$ cat src/common/mpt_pkg.sv
// Page-table walker shared definitions
`default_nettype none

package mpt_pkg;

    //////////////////////////////
    // Widths
    //////////////////////////////

    // Physical address of a transaction and of the memory port
    localparam int unsigned ADDR_W = 32;
    // Memory read data
    localparam int unsigned DATA_W = 32;

    // Depth of each FIFO
    // Also the bound on transactions held by the stage
    localparam int unsigned TXN_DEPTH = 4;
    // Must hold the value TXN_DEPTH itself
    localparam int unsigned USAGE_W = 3;
    // FIFO pointer width
    localparam int unsigned PTR_W = $clog2(TXN_DEPTH);

    //////////////////////////////
    // Opcodes
    //////////////////////////////

    // Access that caused the walk
    typedef enum logic [1:0] {
        ACC_LOAD  = 2'd0,
        ACC_STORE = 2'd1,
        ACC_FETCH = 2'd2
    } access_type_e;

    // Tag is access type followed by the walking bit
    localparam int unsigned TAG_W = $bits(access_type_e) + 1;
    // Grant FIFO entry is {addr, access, walking}
    localparam int unsigned GNT_FIFO_W = ADDR_W + TAG_W;
    // Valid FIFO entry is {addr, access, walking, rdata}
    localparam int unsigned VALID_FIFO_W = GNT_FIFO_W + DATA_W;

    //////////////////////////////
    // FSM states
    //////////////////////////////

    // Memory issue side
    typedef enum logic [1:0] {
        ISSUE_IDLE       = 2'd0,
        ISSUE_WAIT_GNT   = 2'd1,
        ISSUE_WAIT_USAGE = 2'd2
    } issue_state_e;

    // Response side
    typedef enum logic [1:0] {
        RESP_IDLE   = 2'd0,
        RESP_PASS   = 2'd1,
        RESP_BUFFER = 2'd2
    } resp_state_e;

endpackage : mpt_pkg

`default_nettype wire

$ cat src/design/mem_read_stage.sv
// Memory read stage top level
`default_nettype none

module mem_read_stage import mpt_pkg::*; (
    input  logic              clk_i,
    input  logic              rst_ni,
    // Slave port
    input  logic              in_valid_i,
    output logic              in_ready_o,
    input  logic [ADDR_W-1:0] in_addr_i,
    input  access_type_e      in_access_i,
    input  logic              in_walking_i,
    // Master port
    output logic              out_valid_o,
    input  logic              out_ready_i,
    output logic [ADDR_W-1:0] out_addr_o,
    output access_type_e      out_access_o,
    output logic              out_walking_o,
    output logic [DATA_W-1:0] out_rdata_o,
    // Memory read port
    output logic              mem_req_o,
    output logic [ADDR_W-1:0] mem_addr_o,
    input  logic              mem_gnt_i,
    input  logic              mem_valid_i,
    input  logic [DATA_W-1:0] mem_rdata_i
);

    //////////////////////////////
    // Internal wires
    //////////////////////////////

    logic                  req_valid;
    logic                  req_ready;
    logic [ADDR_W-1:0]     req_addr;
    access_type_e          req_access;
    logic                  req_walking;

    logic                  gnt_push;
    logic                  gnt_pop;
    logic [GNT_FIFO_W-1:0] gnt_data;
    logic                  gnt_full;
    logic                  gnt_empty;
    logic [USAGE_W-1:0]    gnt_usage;

    logic [USAGE_W-1:0]    valid_usage;
    logic                  valid_full;

    // Slave side register
    stage_input_reg u_input_reg (
        .clk_i         ( clk_i        ),
        .rst_ni        ( rst_ni       ),
        .in_valid_i    ( in_valid_i   ),
        .in_addr_i     ( in_addr_i    ),
        .in_access_i   ( in_access_i  ),
        .in_walking_i  ( in_walking_i ),
        .req_ready_i   ( req_ready    ),
        .in_ready_o    ( in_ready_o   ),
        .req_valid_o   ( req_valid    ),
        .req_addr_o    ( req_addr     ),
        .req_access_o  ( req_access   ),
        .req_walking_o ( req_walking  )
    );

    // Request side
    mem_issue_ctrl u_issue_ctrl (
        .clk_i         ( clk_i       ),
        .rst_ni        ( rst_ni      ),
        .req_valid_i   ( req_valid   ),
        .req_addr_i    ( req_addr    ),
        .mem_gnt_i     ( mem_gnt_i   ),
        .gnt_usage_i   ( gnt_usage   ),
        .gnt_full_i    ( gnt_full    ),
        .valid_usage_i ( valid_usage ),
        .valid_full_i  ( valid_full  ),
        .req_ready_o   ( req_ready   ),
        .mem_req_o     ( mem_req_o   ),
        .mem_addr_o    ( mem_addr_o  ),
        .gnt_push_o    ( gnt_push    )
    );

    // Granted transactions awaiting read data
    txn_fifo #(
        .WIDTH   ( GNT_FIFO_W                           )
    ) grant_fifo (
        .clk_i   ( clk_i                                ),
        .rst_ni  ( rst_ni                               ),
        .push_i  ( gnt_push                             ),
        .data_i  ( {req_addr, req_access, req_walking}  ),
        .pop_i   ( gnt_pop                              ),
        .data_o  ( gnt_data                             ),
        .full_o  ( gnt_full                             ),
        .empty_o ( gnt_empty                            ),
        .usage_o ( gnt_usage                            )
    );

    // Response side and master port
    mem_resp_ctrl u_resp_ctrl (
        .clk_i         ( clk_i         ),
        .rst_ni        ( rst_ni        ),
        .mem_valid_i   ( mem_valid_i   ),
        .mem_rdata_i   ( mem_rdata_i   ),
        .gnt_data_i    ( gnt_data      ),
        .gnt_empty_i   ( gnt_empty     ),
        .gnt_usage_i   ( gnt_usage     ),
        .gnt_push_i    ( gnt_push      ),
        .out_ready_i   ( out_ready_i   ),
        .gnt_pop_o     ( gnt_pop       ),
        .valid_usage_o ( valid_usage   ),
        .valid_full_o  ( valid_full    ),
        .out_valid_o   ( out_valid_o   ),
        .out_addr_o    ( out_addr_o    ),
        .out_access_o  ( out_access_o  ),
        .out_walking_o ( out_walking_o ),
        .out_rdata_o   ( out_rdata_o   )
    );

endmodule : mem_read_stage

`default_nettype wire

$ cat src/design/stage_input_reg.sv
// Slave side pipeline register
`default_nettype none

module stage_input_reg import mpt_pkg::*; (
    input  logic              clk_i,
    input  logic              rst_ni,
    input  logic              in_valid_i,
    input  logic [ADDR_W-1:0] in_addr_i,
    input  access_type_e      in_access_i,
    input  logic              in_walking_i,
    input  logic              req_ready_i,
    output logic              in_ready_o,
    output logic              req_valid_o,
    output logic [ADDR_W-1:0] req_addr_o,
    output access_type_e      req_access_o,
    output logic              req_walking_o
);

    logic              full_q;
    logic              load;
    logic [ADDR_W-1:0] addr_q;
    access_type_e      access_q;
    logic              walking_q;

    // Free slot, or the held entry leaves this cycle
    assign in_ready_o = !full_q || req_ready_i;
    assign load       = in_valid_i && in_ready_o;

    // Occupancy flag
    always_ff @(posedge clk_i) begin
        if (!rst_ni) begin
            full_q <= 1'b0;
        end else if (load) begin
            full_q <= 1'b1;
        end else if (req_ready_i) begin
            full_q <= 1'b0;
        end
    end

    // Payload
    always_ff @(posedge clk_i) begin
        if (load) begin
            addr_q    <= in_addr_i;
            access_q  <= in_access_i;
            walking_q <= in_walking_i;
        end
    end

    assign req_valid_o   = full_q;
    assign req_addr_o    = addr_q;
    assign req_access_o  = access_q;
    assign req_walking_o = walking_q;

endmodule : stage_input_reg

`default_nettype wire

$ cat src/design/txn_fifo.sv
// Transaction FIFO
`default_nettype none

module txn_fifo import mpt_pkg::*; #(
    parameter int unsigned WIDTH = GNT_FIFO_W
) (
    input  logic               clk_i,
    input  logic               rst_ni,
    input  logic               push_i,
    input  logic [WIDTH-1:0]   data_i,
    input  logic               pop_i,
    output logic [WIDTH-1:0]   data_o,
    output logic               full_o,
    output logic               empty_o,
    output logic [USAGE_W-1:0] usage_o
);

    //////////////////////////////
    // Storage and pointers
    //////////////////////////////

    logic [WIDTH-1:0]   mem_q [TXN_DEPTH];
    logic [PTR_W-1:0]   wr_ptr_q;
    logic [PTR_W-1:0]   rd_ptr_q;
    logic [USAGE_W-1:0] usage_q;

    // Pointers and fill count
    always_ff @(posedge clk_i) begin
        if (!rst_ni) begin
            wr_ptr_q <= '0;
            rd_ptr_q <= '0;
            usage_q  <= '0;
        end else begin
            // Pointers wrap at the last slot
            if (push_i) begin
                wr_ptr_q <= (wr_ptr_q == PTR_W'(TXN_DEPTH - 1)) ? '0 : wr_ptr_q + 1'b1;
            end
            if (pop_i) begin
                rd_ptr_q <= (rd_ptr_q == PTR_W'(TXN_DEPTH - 1)) ? '0 : rd_ptr_q + 1'b1;
            end
            // Count follows push and pop together
            case ({push_i, pop_i})
                2'b10:   usage_q <= usage_q + 1'b1;
                2'b01:   usage_q <= usage_q - 1'b1;
                default: usage_q <= usage_q;
            endcase
        end
    end

    // Entry write
    always_ff @(posedge clk_i) begin
        if (push_i) begin
            mem_q[wr_ptr_q] <= data_i;
        end
    end

    //////////////////////////////
    // Status
    //////////////////////////////

    // Head entry, registered storage only
    assign data_o  = mem_q[rd_ptr_q];
    assign full_o  = (usage_q == USAGE_W'(TXN_DEPTH));
    assign empty_o = (usage_q == '0);
    assign usage_o = usage_q;

    // Callers must respect the flags
    a_no_push_full: assert property (@(posedge clk_i) disable iff (!rst_ni)
        push_i |-> !full_o);
    a_no_pop_empty: assert property (@(posedge clk_i) disable iff (!rst_ni)
        pop_i |-> !empty_o);

endmodule : txn_fifo

`default_nettype wire

$ cat src/issue/mem_issue_ctrl.sv
// Memory request issue control
`default_nettype none

module mem_issue_ctrl import mpt_pkg::*; (
    input  logic               clk_i,
    input  logic               rst_ni,
    input  logic               req_valid_i,
    input  logic [ADDR_W-1:0]  req_addr_i,
    input  logic               mem_gnt_i,
    input  logic [USAGE_W-1:0] gnt_usage_i,
    input  logic               gnt_full_i,
    input  logic [USAGE_W-1:0] valid_usage_i,
    input  logic               valid_full_i,
    output logic               req_ready_o,
    output logic               mem_req_o,
    output logic [ADDR_W-1:0]  mem_addr_o,
    output logic               gnt_push_o
);

    //////////////////////////////
    // Occupancy
    //////////////////////////////

    issue_state_e       state_q;
    issue_state_e       state_d;
    logic [USAGE_W:0]   stage_usage;
    logic               has_room;
    logic               room_after_push;

    // Transactions held in both FIFOs
    assign stage_usage = {1'b0, gnt_usage_i} + {1'b0, valid_usage_i};
    assign has_room    = (stage_usage < (USAGE_W + 1)'(TXN_DEPTH))
                      && !gnt_full_i && !valid_full_i;
    // One more slot still free once this grant is pushed
    assign room_after_push = ((stage_usage + 1'b1) < (USAGE_W + 1)'(TXN_DEPTH));

    //////////////////////////////
    // Issue FSM
    //////////////////////////////

    always_comb begin
        state_d     = state_q;
        mem_req_o   = 1'b0;
        gnt_push_o  = 1'b0;
        req_ready_o = 1'b0;
        unique case (state_q)
            ISSUE_IDLE: begin
                if (req_valid_i && has_room) begin
                    mem_req_o = 1'b1;
                    // Grant may already be high
                    if (mem_gnt_i) begin
                        gnt_push_o = 1'b1;
                        if (room_after_push) begin
                            req_ready_o = 1'b1;
                        end else begin
                            state_d = ISSUE_WAIT_USAGE;
                        end
                    end else begin
                        state_d = ISSUE_WAIT_GNT;
                    end
                end
            end
            ISSUE_WAIT_GNT: begin
                // Request held with the same address
                mem_req_o = req_valid_i;
                if (mem_gnt_i) begin
                    gnt_push_o = 1'b1;
                    if (room_after_push) begin
                        req_ready_o = 1'b1;
                        state_d     = ISSUE_IDLE;
                    end else begin
                        state_d = ISSUE_WAIT_USAGE;
                    end
                end
            end
            ISSUE_WAIT_USAGE: begin
                // Entry already issued, release it once space frees
                if (stage_usage < (USAGE_W + 1)'(TXN_DEPTH)) begin
                    req_ready_o = 1'b1;
                    state_d     = ISSUE_IDLE;
                end
            end
            default: begin
                state_d = ISSUE_IDLE;
            end
        endcase
    end

    always_ff @(posedge clk_i) begin
        if (!rst_ni) begin
            state_q <= ISSUE_IDLE;
        end else begin
            state_q <= state_d;
        end
    end

    // Address only shown alongside a request
    assign mem_addr_o = mem_req_o ? req_addr_i : '0;

    // Ungranted request keeps its address into the next cycle
    a_addr_stable: assert property (@(posedge clk_i) disable iff (!rst_ni)
        (mem_req_o && !mem_gnt_i) |=> (mem_req_o && $stable(mem_addr_o)));

endmodule : mem_issue_ctrl

`default_nettype wire

$ cat src/response/mem_resp_ctrl.sv
// Memory response and output control
`default_nettype none

module mem_resp_ctrl import mpt_pkg::*; (
    input  logic                  clk_i,
    input  logic                  rst_ni,
    input  logic                  mem_valid_i,
    input  logic [DATA_W-1:0]     mem_rdata_i,
    input  logic [GNT_FIFO_W-1:0] gnt_data_i,
    input  logic                  gnt_empty_i,
    input  logic [USAGE_W-1:0]    gnt_usage_i,
    input  logic                  gnt_push_i,
    input  logic                  out_ready_i,
    output logic                  gnt_pop_o,
    output logic [USAGE_W-1:0]    valid_usage_o,
    output logic                  valid_full_o,
    output logic                  out_valid_o,
    output logic [ADDR_W-1:0]     out_addr_o,
    output access_type_e          out_access_o,
    output logic                  out_walking_o,
    output logic [DATA_W-1:0]     out_rdata_o
);

    resp_state_e             state_q;
    resp_state_e             state_d;
    logic                    valid_push;
    logic                    valid_pop;
    logic                    valid_empty;
    logic [VALID_FIFO_W-1:0] resp_entry;
    logic [VALID_FIFO_W-1:0] valid_data;
    logic [VALID_FIFO_W-1:0] out_entry;
    logic [TAG_W-1:0]        out_tag;
    logic                    gnt_drained;

    // Granted transaction joined with its read data
    assign resp_entry = {gnt_data_i, mem_rdata_i};

    // Nothing left in the grant FIFO after this cycle
    assign gnt_drained = !gnt_push_i
        && (gnt_empty_i || ((gnt_usage_i == USAGE_W'(1)) && mem_valid_i));

    //////////////////////////////
    // Response FSM
    //////////////////////////////

    always_comb begin
        state_d     = state_q;
        gnt_pop_o   = 1'b0;
        valid_push  = 1'b0;
        valid_pop   = 1'b0;
        out_valid_o = 1'b0;
        unique case (state_q)
            RESP_IDLE: begin
                // First grant into an empty stage
                if (gnt_push_i && gnt_empty_i) begin
                    state_d = RESP_PASS;
                end
            end
            RESP_PASS: begin
                if (gnt_drained) begin
                    state_d = RESP_IDLE;
                end
                if (mem_valid_i) begin
                    gnt_pop_o = 1'b1;
                    // Straight to the master port
                    if (out_ready_i) begin
                        out_valid_o = 1'b1;
                    end else begin
                        // Next stage busy so park it
                        valid_push = 1'b1;
                        state_d    = RESP_BUFFER;
                    end
                end
            end
            RESP_BUFFER: begin
                // Keep order, new responses queue behind older ones
                if (mem_valid_i) begin
                    gnt_pop_o  = 1'b1;
                    valid_push = 1'b1;
                end
                // Oldest entry offered every cycle
                out_valid_o = !valid_empty;
                if (out_ready_i && !valid_empty) begin
                    valid_pop = 1'b1;
                    if ((valid_usage_o == USAGE_W'(1)) && !mem_valid_i) begin
                        state_d = RESP_PASS;
                    end
                end
            end
            default: begin
                state_d = RESP_IDLE;
            end
        endcase
    end

    always_ff @(posedge clk_i) begin
        if (!rst_ni) begin
            state_q <= RESP_IDLE;
        end else begin
            state_q <= state_d;
        end
    end

    //////////////////////////////
    // Valid FIFO
    //////////////////////////////

    txn_fifo #(
        .WIDTH   ( VALID_FIFO_W  )
    ) valid_fifo (
        .clk_i   ( clk_i         ),
        .rst_ni  ( rst_ni        ),
        .push_i  ( valid_push    ),
        .data_i  ( resp_entry    ),
        .pop_i   ( valid_pop     ),
        .data_o  ( valid_data    ),
        .full_o  ( valid_full_o  ),
        .empty_o ( valid_empty   ),
        .usage_o ( valid_usage_o )
    );

    // Buffered head while buffering, live response otherwise
    assign out_entry = (state_q == RESP_BUFFER) ? valid_data : resp_entry;

    // Unpack {addr, access, walking, rdata}
    assign out_rdata_o   = out_entry[DATA_W-1:0];
    assign out_tag       = out_entry[DATA_W +: TAG_W];
    assign out_walking_o = out_tag[0];
    assign out_access_o  = access_type_e'(out_tag[TAG_W-1:1]);
    assign out_addr_o    = out_entry[VALID_FIFO_W-1 -: ADDR_W];

    // Every response belongs to a granted request
    a_valid_has_grant: assert property (@(posedge clk_i) disable iff (!rst_ni)
        mem_valid_i |-> !gnt_empty_i);

endmodule : mem_resp_ctrl

`default_nettype wire

$ cat config.mk
export PLATFORM = sky130hd
export DESIGN_NAME = mem_read_stage
export DESIGN_NICKNAME = d
export VERILOG_FILES = /design/src/common/mpt_pkg.sv /design/src/design/mem_read_stage.sv /design/src/design/stage_input_reg.sv /design/src/design/txn_fifo.sv /design/src/issue/mem_issue_ctrl.sv /design/src/response/mem_resp_ctrl.sv
export SDC_FILE = /design/constraint.sdc
export NUM_CORES = 1
export LEC_CHECK = 0
export ABC_AREA = 0
export ABC_CLOCK_PERIOD_IN_PS = 3550
export BUFFER_PORTS_ARGS = -buffer_cell sky130_fd_sc_hd__buf_2
export CAP_MARGIN = 20
export CORE_UTILIZATION = 35
export CTS_BUF_LIST = sky130_fd_sc_hd__clkbuf_4 sky130_fd_sc_hd__clkbuf_8
export CTS_CLUSTER_SIZE = 28
export DETAILED_ROUTE_END_ITERATION = 6
export SKIP_LAST_GASP = 1
export SLEW_MARGIN = 25
export SYNTH_ARGS = -nofsm -noshare
export SYNTH_HDL_FRONTEND = slang
export SYNTH_SLANG_ARGS = --single-unit
export TNS_END_PERCENT = 50
$ cat constraint.sdc
create_clock -name clk_i -period 3.55 [get_ports clk_i]
set_input_delay 0.355 -clock clk_i [delete_from_list [all_inputs] [get_ports clk_i]]
set_output_delay 0.355 -clock clk_i [all_outputs]
set_load 0.02 [all_outputs]
# After elaboration in Yosys (flattened, before gate mapping)

Memories as Yosys holds them, arrays and structs flattened. A register that Yosys moved wholly into a read port is not among the register bits.
Cells that the tools add are included.

Equal/unequal tests: 23
Reductions and logical operators: 27
Order comparisons: 2
Add/sub/neg operators: 10
Mux-type cells: 52

Operator list:

| kind                                                        | number |
|---|---|
| two-way mux 67 bit                                          | 1 |
| two-way mux 2 bit                                           | 20 |
| two-way mux 32 bit                                          | 1 |
| two-way mux 1 bit                                           | 21 |
| equality test 2 bit (second input constant)                 | 8 |
| one-hot mux 2 bit (3 select lines)                          | 2 |
| one-hot mux 3 bit (2 select lines)                          | 2 |
| != test 2 x 1 -> 1 bit (second input constant)              | 5 |
| logical AND 1 bit                                           | 9 |
| adder 2 x 1 -> 2 bit (second input constant)                | 4 |
| equality test 2 x 1 -> 1 bit (second input constant)        | 4 |
| less-than comparator 4 x 3 -> 1 bit (second input constant) | 2 |
| one-hot mux 1 bit (2 select lines)                          | 4 |
| adder 3 x 1 -> 3 bit (second input constant)                | 2 |
| equality test 3 x 1 -> 1 bit (second input constant)        | 2 |
| equality test 3 bit (second input constant)                 | 2 |
| zero test 1 bit                                             | 6 |
| zero test 3 bit                                             | 2 |
| nonzero test 2 bit                                          | 3 |
| subtractor 3 x 1 -> 3 bit (second input constant)           | 2 |
| adder 3 x 3 -> 4 bit                                        | 1 |
| adder 4 x 1 -> 4 bit (second input constant)                | 1 |
| zero test 2 bit                                             | 2 |
| AND reduction 4 bit                                         | 1 |
| other kinds (6)                                             | 7 |

Bits of input ports: 73
Memories: 2
RAM bits: 408
Register bits: 54
Output and inout bits: 102

Memory list:

| memory                       | depth | bits a word | read ports | clocked after Yosys merged registers in | write ports | RTL line       | source |
|---|---|---|---|---|---|---|---|
| u_resp_ctrl.valid_fifo.mem_q | 4     | 67          | 1          | 1                                       | 1           | txn_fifo.sv:22 | `logic [WIDTH-1:0] mem_q [TXN_DEPTH];` |
| grant_fifo.mem_q             | 4     | 35          | 1          | 1                                       | 1           | txn_fifo.sv:22 |  |

# Depth between registers and ports, before layout

Word-level depth: 13
Depth in mapped cells: 11
Depth with buffers taken out: 10

# Cells and area by module

A second synthesis with hierarchy kept.

Cell total of the unflattened synthesis: 860
Area, all modules: 18497.7 sq um

By module, submodules not included:

| module                             | area an instance (sq um) | cells each | times used |
|---|---|---|---|
| txn_fifo at u_resp_ctrl.valid_fifo | 10166.0                  | 397        | 1 |
| txn_fifo at grant_fifo             | 5566.6                   | 230        | 1 |
| stage_input_reg                    | 1108.6                   | 40         | 1 |
| mem_resp_ctrl                      | 1072.3                   | 109        | 1 |
| mem_issue_ctrl                     | 584.3                    | 84         | 1 |

# Worst setup path before layout

No wires, ideal clock.

Path kind: register to register
Start point: register grant_fifo.usage_q[0], in the netlist grant_fifo.usage_o[0]
End point: register u_input_reg.access_q[0], in the netlist u_input_reg.req_access_o[0] (enable)
Arrival: 3.309 ns
Slack: -0.190 ns
Stages on the path, launching flop included: 9
Buffers on the path: 1
Data required time: 3.119 ns
Setup time: 0.431 ns
Cells stage by stage: dfxtp_1 ha_1 fa_1 nor2_2 a31oi_2 a21oi_2 buf_6 a31oi_1 nor2b_1

Word-level cells in the longest chain between the ends: 9

RTL lines:

| element                                                                         | RTL line                                                         | source |
|---|---|---|
| start: declaration                                                              | txn_fifo.sv:25                                                   | `logic [USAGE_W-1:0] usage_q;` |
| start signal: assignment                                                        | txn_fifo.sv:43                                                   | `2'b10: usage_q <= usage_q + 1'b1;` |
| start signal: assignment                                                        | txn_fifo.sv:44                                                   | `2'b01: usage_q <= usage_q - 1'b1;` |
| start signal: assignment                                                        | txn_fifo.sv:45                                                   | `default: usage_q <= usage_q;` |
| adder 3 x 3 -> 4 bit / equality test 3 bit (equally long branches)              | mem_issue_ctrl.sv:31, txn_fifo.sv:63                             |  |
| adder 4 x 1 -> 4 bit (tied with other cells)                                    | mem_issue_ctrl.sv:35                                             | `assign room_after_push = ((stage_usage + 1'b1) < (USAGE_W + 1)'(TXN_DEPTH));` |
| less-than comparator 4 x 3 -> 1 bit / logical AND 1 bit (equally long branches) | mem_issue_ctrl.sv:35, mem_issue_ctrl.sv:33                       |  |
| two-way mux 1 bit / logical AND 1 bit (equally long branches)                   | mem_issue_ctrl.sv:53, mem_issue_ctrl.sv:68, mem_issue_ctrl.sv:33 |  |
| two-way mux 1 bit / logical AND 1 bit (equally long branches)                   | mem_issue_ctrl.sv:66, mem_issue_ctrl.sv:48                       |  |
| two-way mux 1 bit                                                               | mem_issue_ctrl.sv:48                                             | `if (req_valid_i && has_room) begin` |
| one-hot mux 1 bit (3 select lines) (*)                                          | mem_issue_ctrl.sv:46                                             | `unique case (state_q)` |
| logical OR 1 bit (*)                                                            | stage_input_reg.sv:26                                            | `assign in_ready_o = !full_q \|\| req_ready_i;` |
| logical AND 1 bit (*)                                                           | stage_input_reg.sv:27                                            | `assign load = in_valid_i && in_ready_o;` |
| net u_input_reg.load                                                            | stage_input_reg.sv:20                                            | `logic load;` |
| end signal: assignment                                                          | stage_input_reg.sv:44                                            | `access_q <= in_access_i;` |
| end: declaration                                                                | stage_input_reg.sv:22                                            | `access_type_e access_q;` |

The timed path passes the listed nets; every way through them passes the cells marked *.
A chain may end at the register's enable or synchronous reset.

# Worst setup path after layout

Start point: register grant_fifo.usage_q[0], in the netlist grant_fifo.usage_o[0]
End point: output port mem_addr_o[4]

Word-level cells in the longest chain between the ends: 8

RTL lines:

| element                                                                       | RTL line                                   | source |
|---|---|---|
| adder 3 x 3 -> 4 bit / equality test 3 bit (equally long branches)            | mem_issue_ctrl.sv:31, txn_fifo.sv:63       |  |
| less-than comparator 4 x 3 -> 1 bit / zero test 1 bit (equally long branches) | mem_issue_ctrl.sv:32, mem_issue_ctrl.sv:33 |  |
| logical AND 1 bit (*) (2 in a row)                                            | mem_issue_ctrl.sv:33                       | `&& !gnt_full_i && !valid_full_i;` |
| logical AND 1 bit (*)                                                         | mem_issue_ctrl.sv:48                       |  |
| two-way mux 1 bit (*)                                                         | mem_issue_ctrl.sv:48                       |  |
| one-hot mux 1 bit (2 select lines) (*)                                        | mem_issue_ctrl.sv:46                       |  |
| two-way mux 32 bit (*)                                                        | mem_issue_ctrl.sv:98                       | `assign mem_addr_o = mem_req_o ? req_addr_i : '0;` |
| end: declaration                                                              | mem_read_stage.sv:22                       | `output logic [ADDR_W-1:0] mem_addr_o,` |

Every way passes the cells marked *; elsewhere a longest branch is shown, timed or not.

==> metrics.txt <==
run status=complete, no violations; Synth Register Bits=between 400 and 500; Iter 0 DRT Violations=434; worst-margin pin slew=about 0.84 ns; critical path endpoint category=output port; core region area=between 50,000 and 60,000 um2; routed wire length=between 30,000 and 40,000 um; Vias/cell=roughly 4.8; Post-CTS Setup Inserts=0; Tot GR Track Use=~15%; Yosys cell types=49; Row Count=83; Final Cycle Share=93.6%; Syn Area/Cell=19.9 um2; root buffer cell=clkbuf_8; share of flip-flops with an asynchronous set or reset=0%; Crit Path Category=reg2out; initial core utilization=35.7%; Worst Path Max Fanout=33; number of port buffers=about 170; final-report hold violation count=0; Routed Antenna Nets=0; Routed wire per std cell=about 20 um; startpoint types=register; fmax=between 300 and 400 MHz; synth warn=0; Net Count, Synth=1,028; initial antenna violation count=0; Hold Path Class=in2reg; cell family with the largest share of critical-path delay=adder cells; CP required=approximately 3.2 ns; worst skew pair latency=about 0.64 ns; CTS buffer count=80; TNS Setup=0 ns; reg2reg path depth=8; share of cells above drive strength 1=between 30% and 40%; GP Congestion=0.742; sequential share of the synthesized area=about three quarters; Crit Reg-Reg Endpoint=u_input_reg.req_valid_o; Min Hold Slack=between 0.09 and 0.1 ns; Max-Cap Viols=0; synthesized netlist cell count=slightly above 900; CP Launch Point=grant_fifo.usage_o[0]; Worst VDD drop=about 0.36 mV; Die Width=231 um; Longest Clk Path Bufs=3; CTS H-tree depth=3; first drt pass iteration count=5; detailed-route via count=9,435; worst clock skew=roughly 0.021 ns; critical path arrival=between 2 and 3 ns; leakage=just under 8 nW; die height=231 um; synthesis-to-layout area growth=22.4%; hpwl dp=22,400 um; RSZ-0062 raised after global routing=no; I/O pins=around 180; reg-to-reg startpoint=grant_fifo.usage_o[0]; CP endpoint=mem_addr_o[4]; slew margin rel.=a little over two fifths; Post-synth EDFFs=443; die area=around 53,000 um2; Crit path largest cell delay=~0.46 ns; fin nets=roughly 1.3k; Pwr Density=592 nW/um2; WP buf/inv=1; first-pass GRT wire length=58,800 um; Post-Syn Area=between 15,000 and 20,000 um2; via count of the first global-routing pass=between 9k and 10k; Clock transition at path regs=about 0.060 ns; Final min period=approximately 3.3 ns; r2r setup slk=0.73 ns; CTS tree=done; gr ovfl total=0; Setup violations, final=0; largest net degree at the start of global routing=37; Slew Limit Fails=0; slowest stage cell, crit path=fa_1; Synth Flop Type=edfxtp_1; CP Cell Sequence=ha_1, fa_1, and2_4, a21oi_2, nor3b_2, o211a_4, and2_1, buf_2; Sink Count=approximately 470; CP Depth=8; DR DRC count=0; Diodes inserted=0
## repair_timing
action,4_1_cts,5_1_grt
hold endpoints to repair,166,0
hold buffers,71,0
setup endpoints to repair,0,1
resized for setup,0,1
## per-stage QoR
stage	setup WS (ns)	std cells	area, um2	util, %	power [W]
4_1_cts	0.0885	1975	22500	43.6	0.0135
2_1_floorplan	0.377	927	18400	-	0.00788
3_3_place_gp	0.688	1765	20200	39.2	0.00851
5_1_grt	0.0127	1975	22500	43.6	0.0139
6_report	0.227	1975	22500	43.6	0.0133
3_5_place_dp	0.609	1765	20200	39.2	0.00856
## cell families (layout without fill, tap and decap cells)
logic type	after synthesis	in the layout	share of synthesized area, %
buffers and inverters	60	428	1.90
XOR/XNOR	4	4	0.190
flip-flops	466	466	74.8
AND/OR/NAND/NOR	191	191	4.82
adder cells (fa/ha/maj)	28	28	1.94
AO/OA/AOI/OAI	37	37	1.54
multiplexers	141	141	14.8
## how the worst min path moves through the flow
stage / from / to / slack (ns) / cells past startpoint
floorplan: mem_gnt_i / u_issue_ctrl.state_q[0] / 0.44 / 1
global placement: u_input_reg.req_walking_o / grant_fifo.mem_q[2][0] / 0.47 / 0
detailed placement: u_resp_ctrl.valid_fifo.rd_ptr_q[0] / register / 0.48 / 2
CTS: out_ready_i / u_resp_ctrl.state_q[1] / 0.02 / 4
global route: out_ready_i / u_resp_ctrl.state_q[1] / 0.08 / 4
finish: out_ready_i / u_resp_ctrl.state_q[1] / 0.1 / 4
## synth_stat cells (2+ instances only)
master,count,share of area [%]
nand2_1,114,2.3
buf_1,4,0.082
inv_1,20,0.41
buf_6,15,0.92
nand3_1,2,0.054
nor2_1,16,0.33
and2_1,36,1.2
edfxtp_1,443,72
and2_2,4,0.16
nor3_1,3,0.082
or3_1,4,0.14
a211oi_1,4,0.16
mux2_2,32,2.0
a21oi_1,8,0.22
dfxtp_1,23,2.5
a21oi_2,4,0.19
buf_2,9,0.24
o21ai_0,4,0.11
or2_1,2,0.068
ha_1,27,1.8
xor2_1,4,0.19
o31ai_1,2,0.082
a31oi_1,3,0.10
mux2i_1,7,0.38
nor2b_1,2,0.068
clkbuf_1,11,0.22
mux4_2,102,12
## sequential cells by signal, summed over array words and instances (netlist names), named ones only
register                         count
u_input_reg.req_valid_o              1
u_input_reg.req_addr_o              32
u_resp_ctrl.valid_fifo.usage_o       3
grant_fifo.usage_o                   3
u_resp_ctrl.valid_fifo.rd_ptr_q      2
grant_fifo.rd_ptr_q                  2
grant_fifo.mem_q                   140
grant_fifo.wr_ptr_q                  2
u_issue_ctrl.state_q                 2
u_resp_ctrl.state_q                  2
u_input_reg.req_access_o             2
u_resp_ctrl.valid_fifo.mem_q       268
u_input_reg.req_walking_o            1
u_resp_ctrl.valid_fifo.wr_ptr_q      2
## metal layers
metal | GRT usage (%) | part of all wire, % | vias up
li1 | - | - | 4294
met1 | 18.9 | 43 | 4822
met2 | 24.9 | 50 | 246
met3 | 3.41 | 5.0 | 73
met4 | 4.59 | 2.1 | 0
met5 | 0 | 0 | -
## report_power, final
group          leakage, nW  switching, W  internal (W)
Combinational         2.72       0.00112      0.000754
Clock                0.840       0.00212       0.00274
Sequential            4.20      0.000202       0.00639
Total                 7.77       0.00344       0.00988
## worst register-to-register path, delay by kind of cell (launching register included)
kind / cells / cell delay [ns]
AND/OR/NAND/NOR: 1 / 0.16
flip-flops: 1 / 0.36
adder cells (fa/ha/maj): 2 / 0.72
buffers and inverters: 1 / 0.54
AO/OA/AOI/OAI: 4 / 0.95
## cells in the final DEF, fill, tap and decap left out, drive strengths merged, types with 2 or more instances in the layout
master / instances
clkbuf: 110
inv: 24
o31ai: 2
a21oi: 12
nand3: 2
clkinvlp: 2
dlygate4sd3: 71
or2: 2
or3: 4
nor2b: 3
mux2i: 7
buf: 197
mux4: 102
nor3: 3
mux2: 32
xor2: 4
edfxtp: 443
nand2: 114
clkinv: 20
dfxtp: 23
a31oi: 4
ha: 27
nor2: 17
a211oi: 4
o21ai: 5
and2: 41
bufinv: 4
nor3b: 2
## final cells by class
type | instances | area (um2)
tap | 680 | 851
timing repair buffer | 268 | 1890
fill | 4474 | 29100
multi-input combinational | 401 | 4330
clock inverter | 29 | 256
clock buffer | 110 | 1340
sequential | 466 | 13800
inverter | 21 | 78.8
Power figures use the tool's default switching activity.
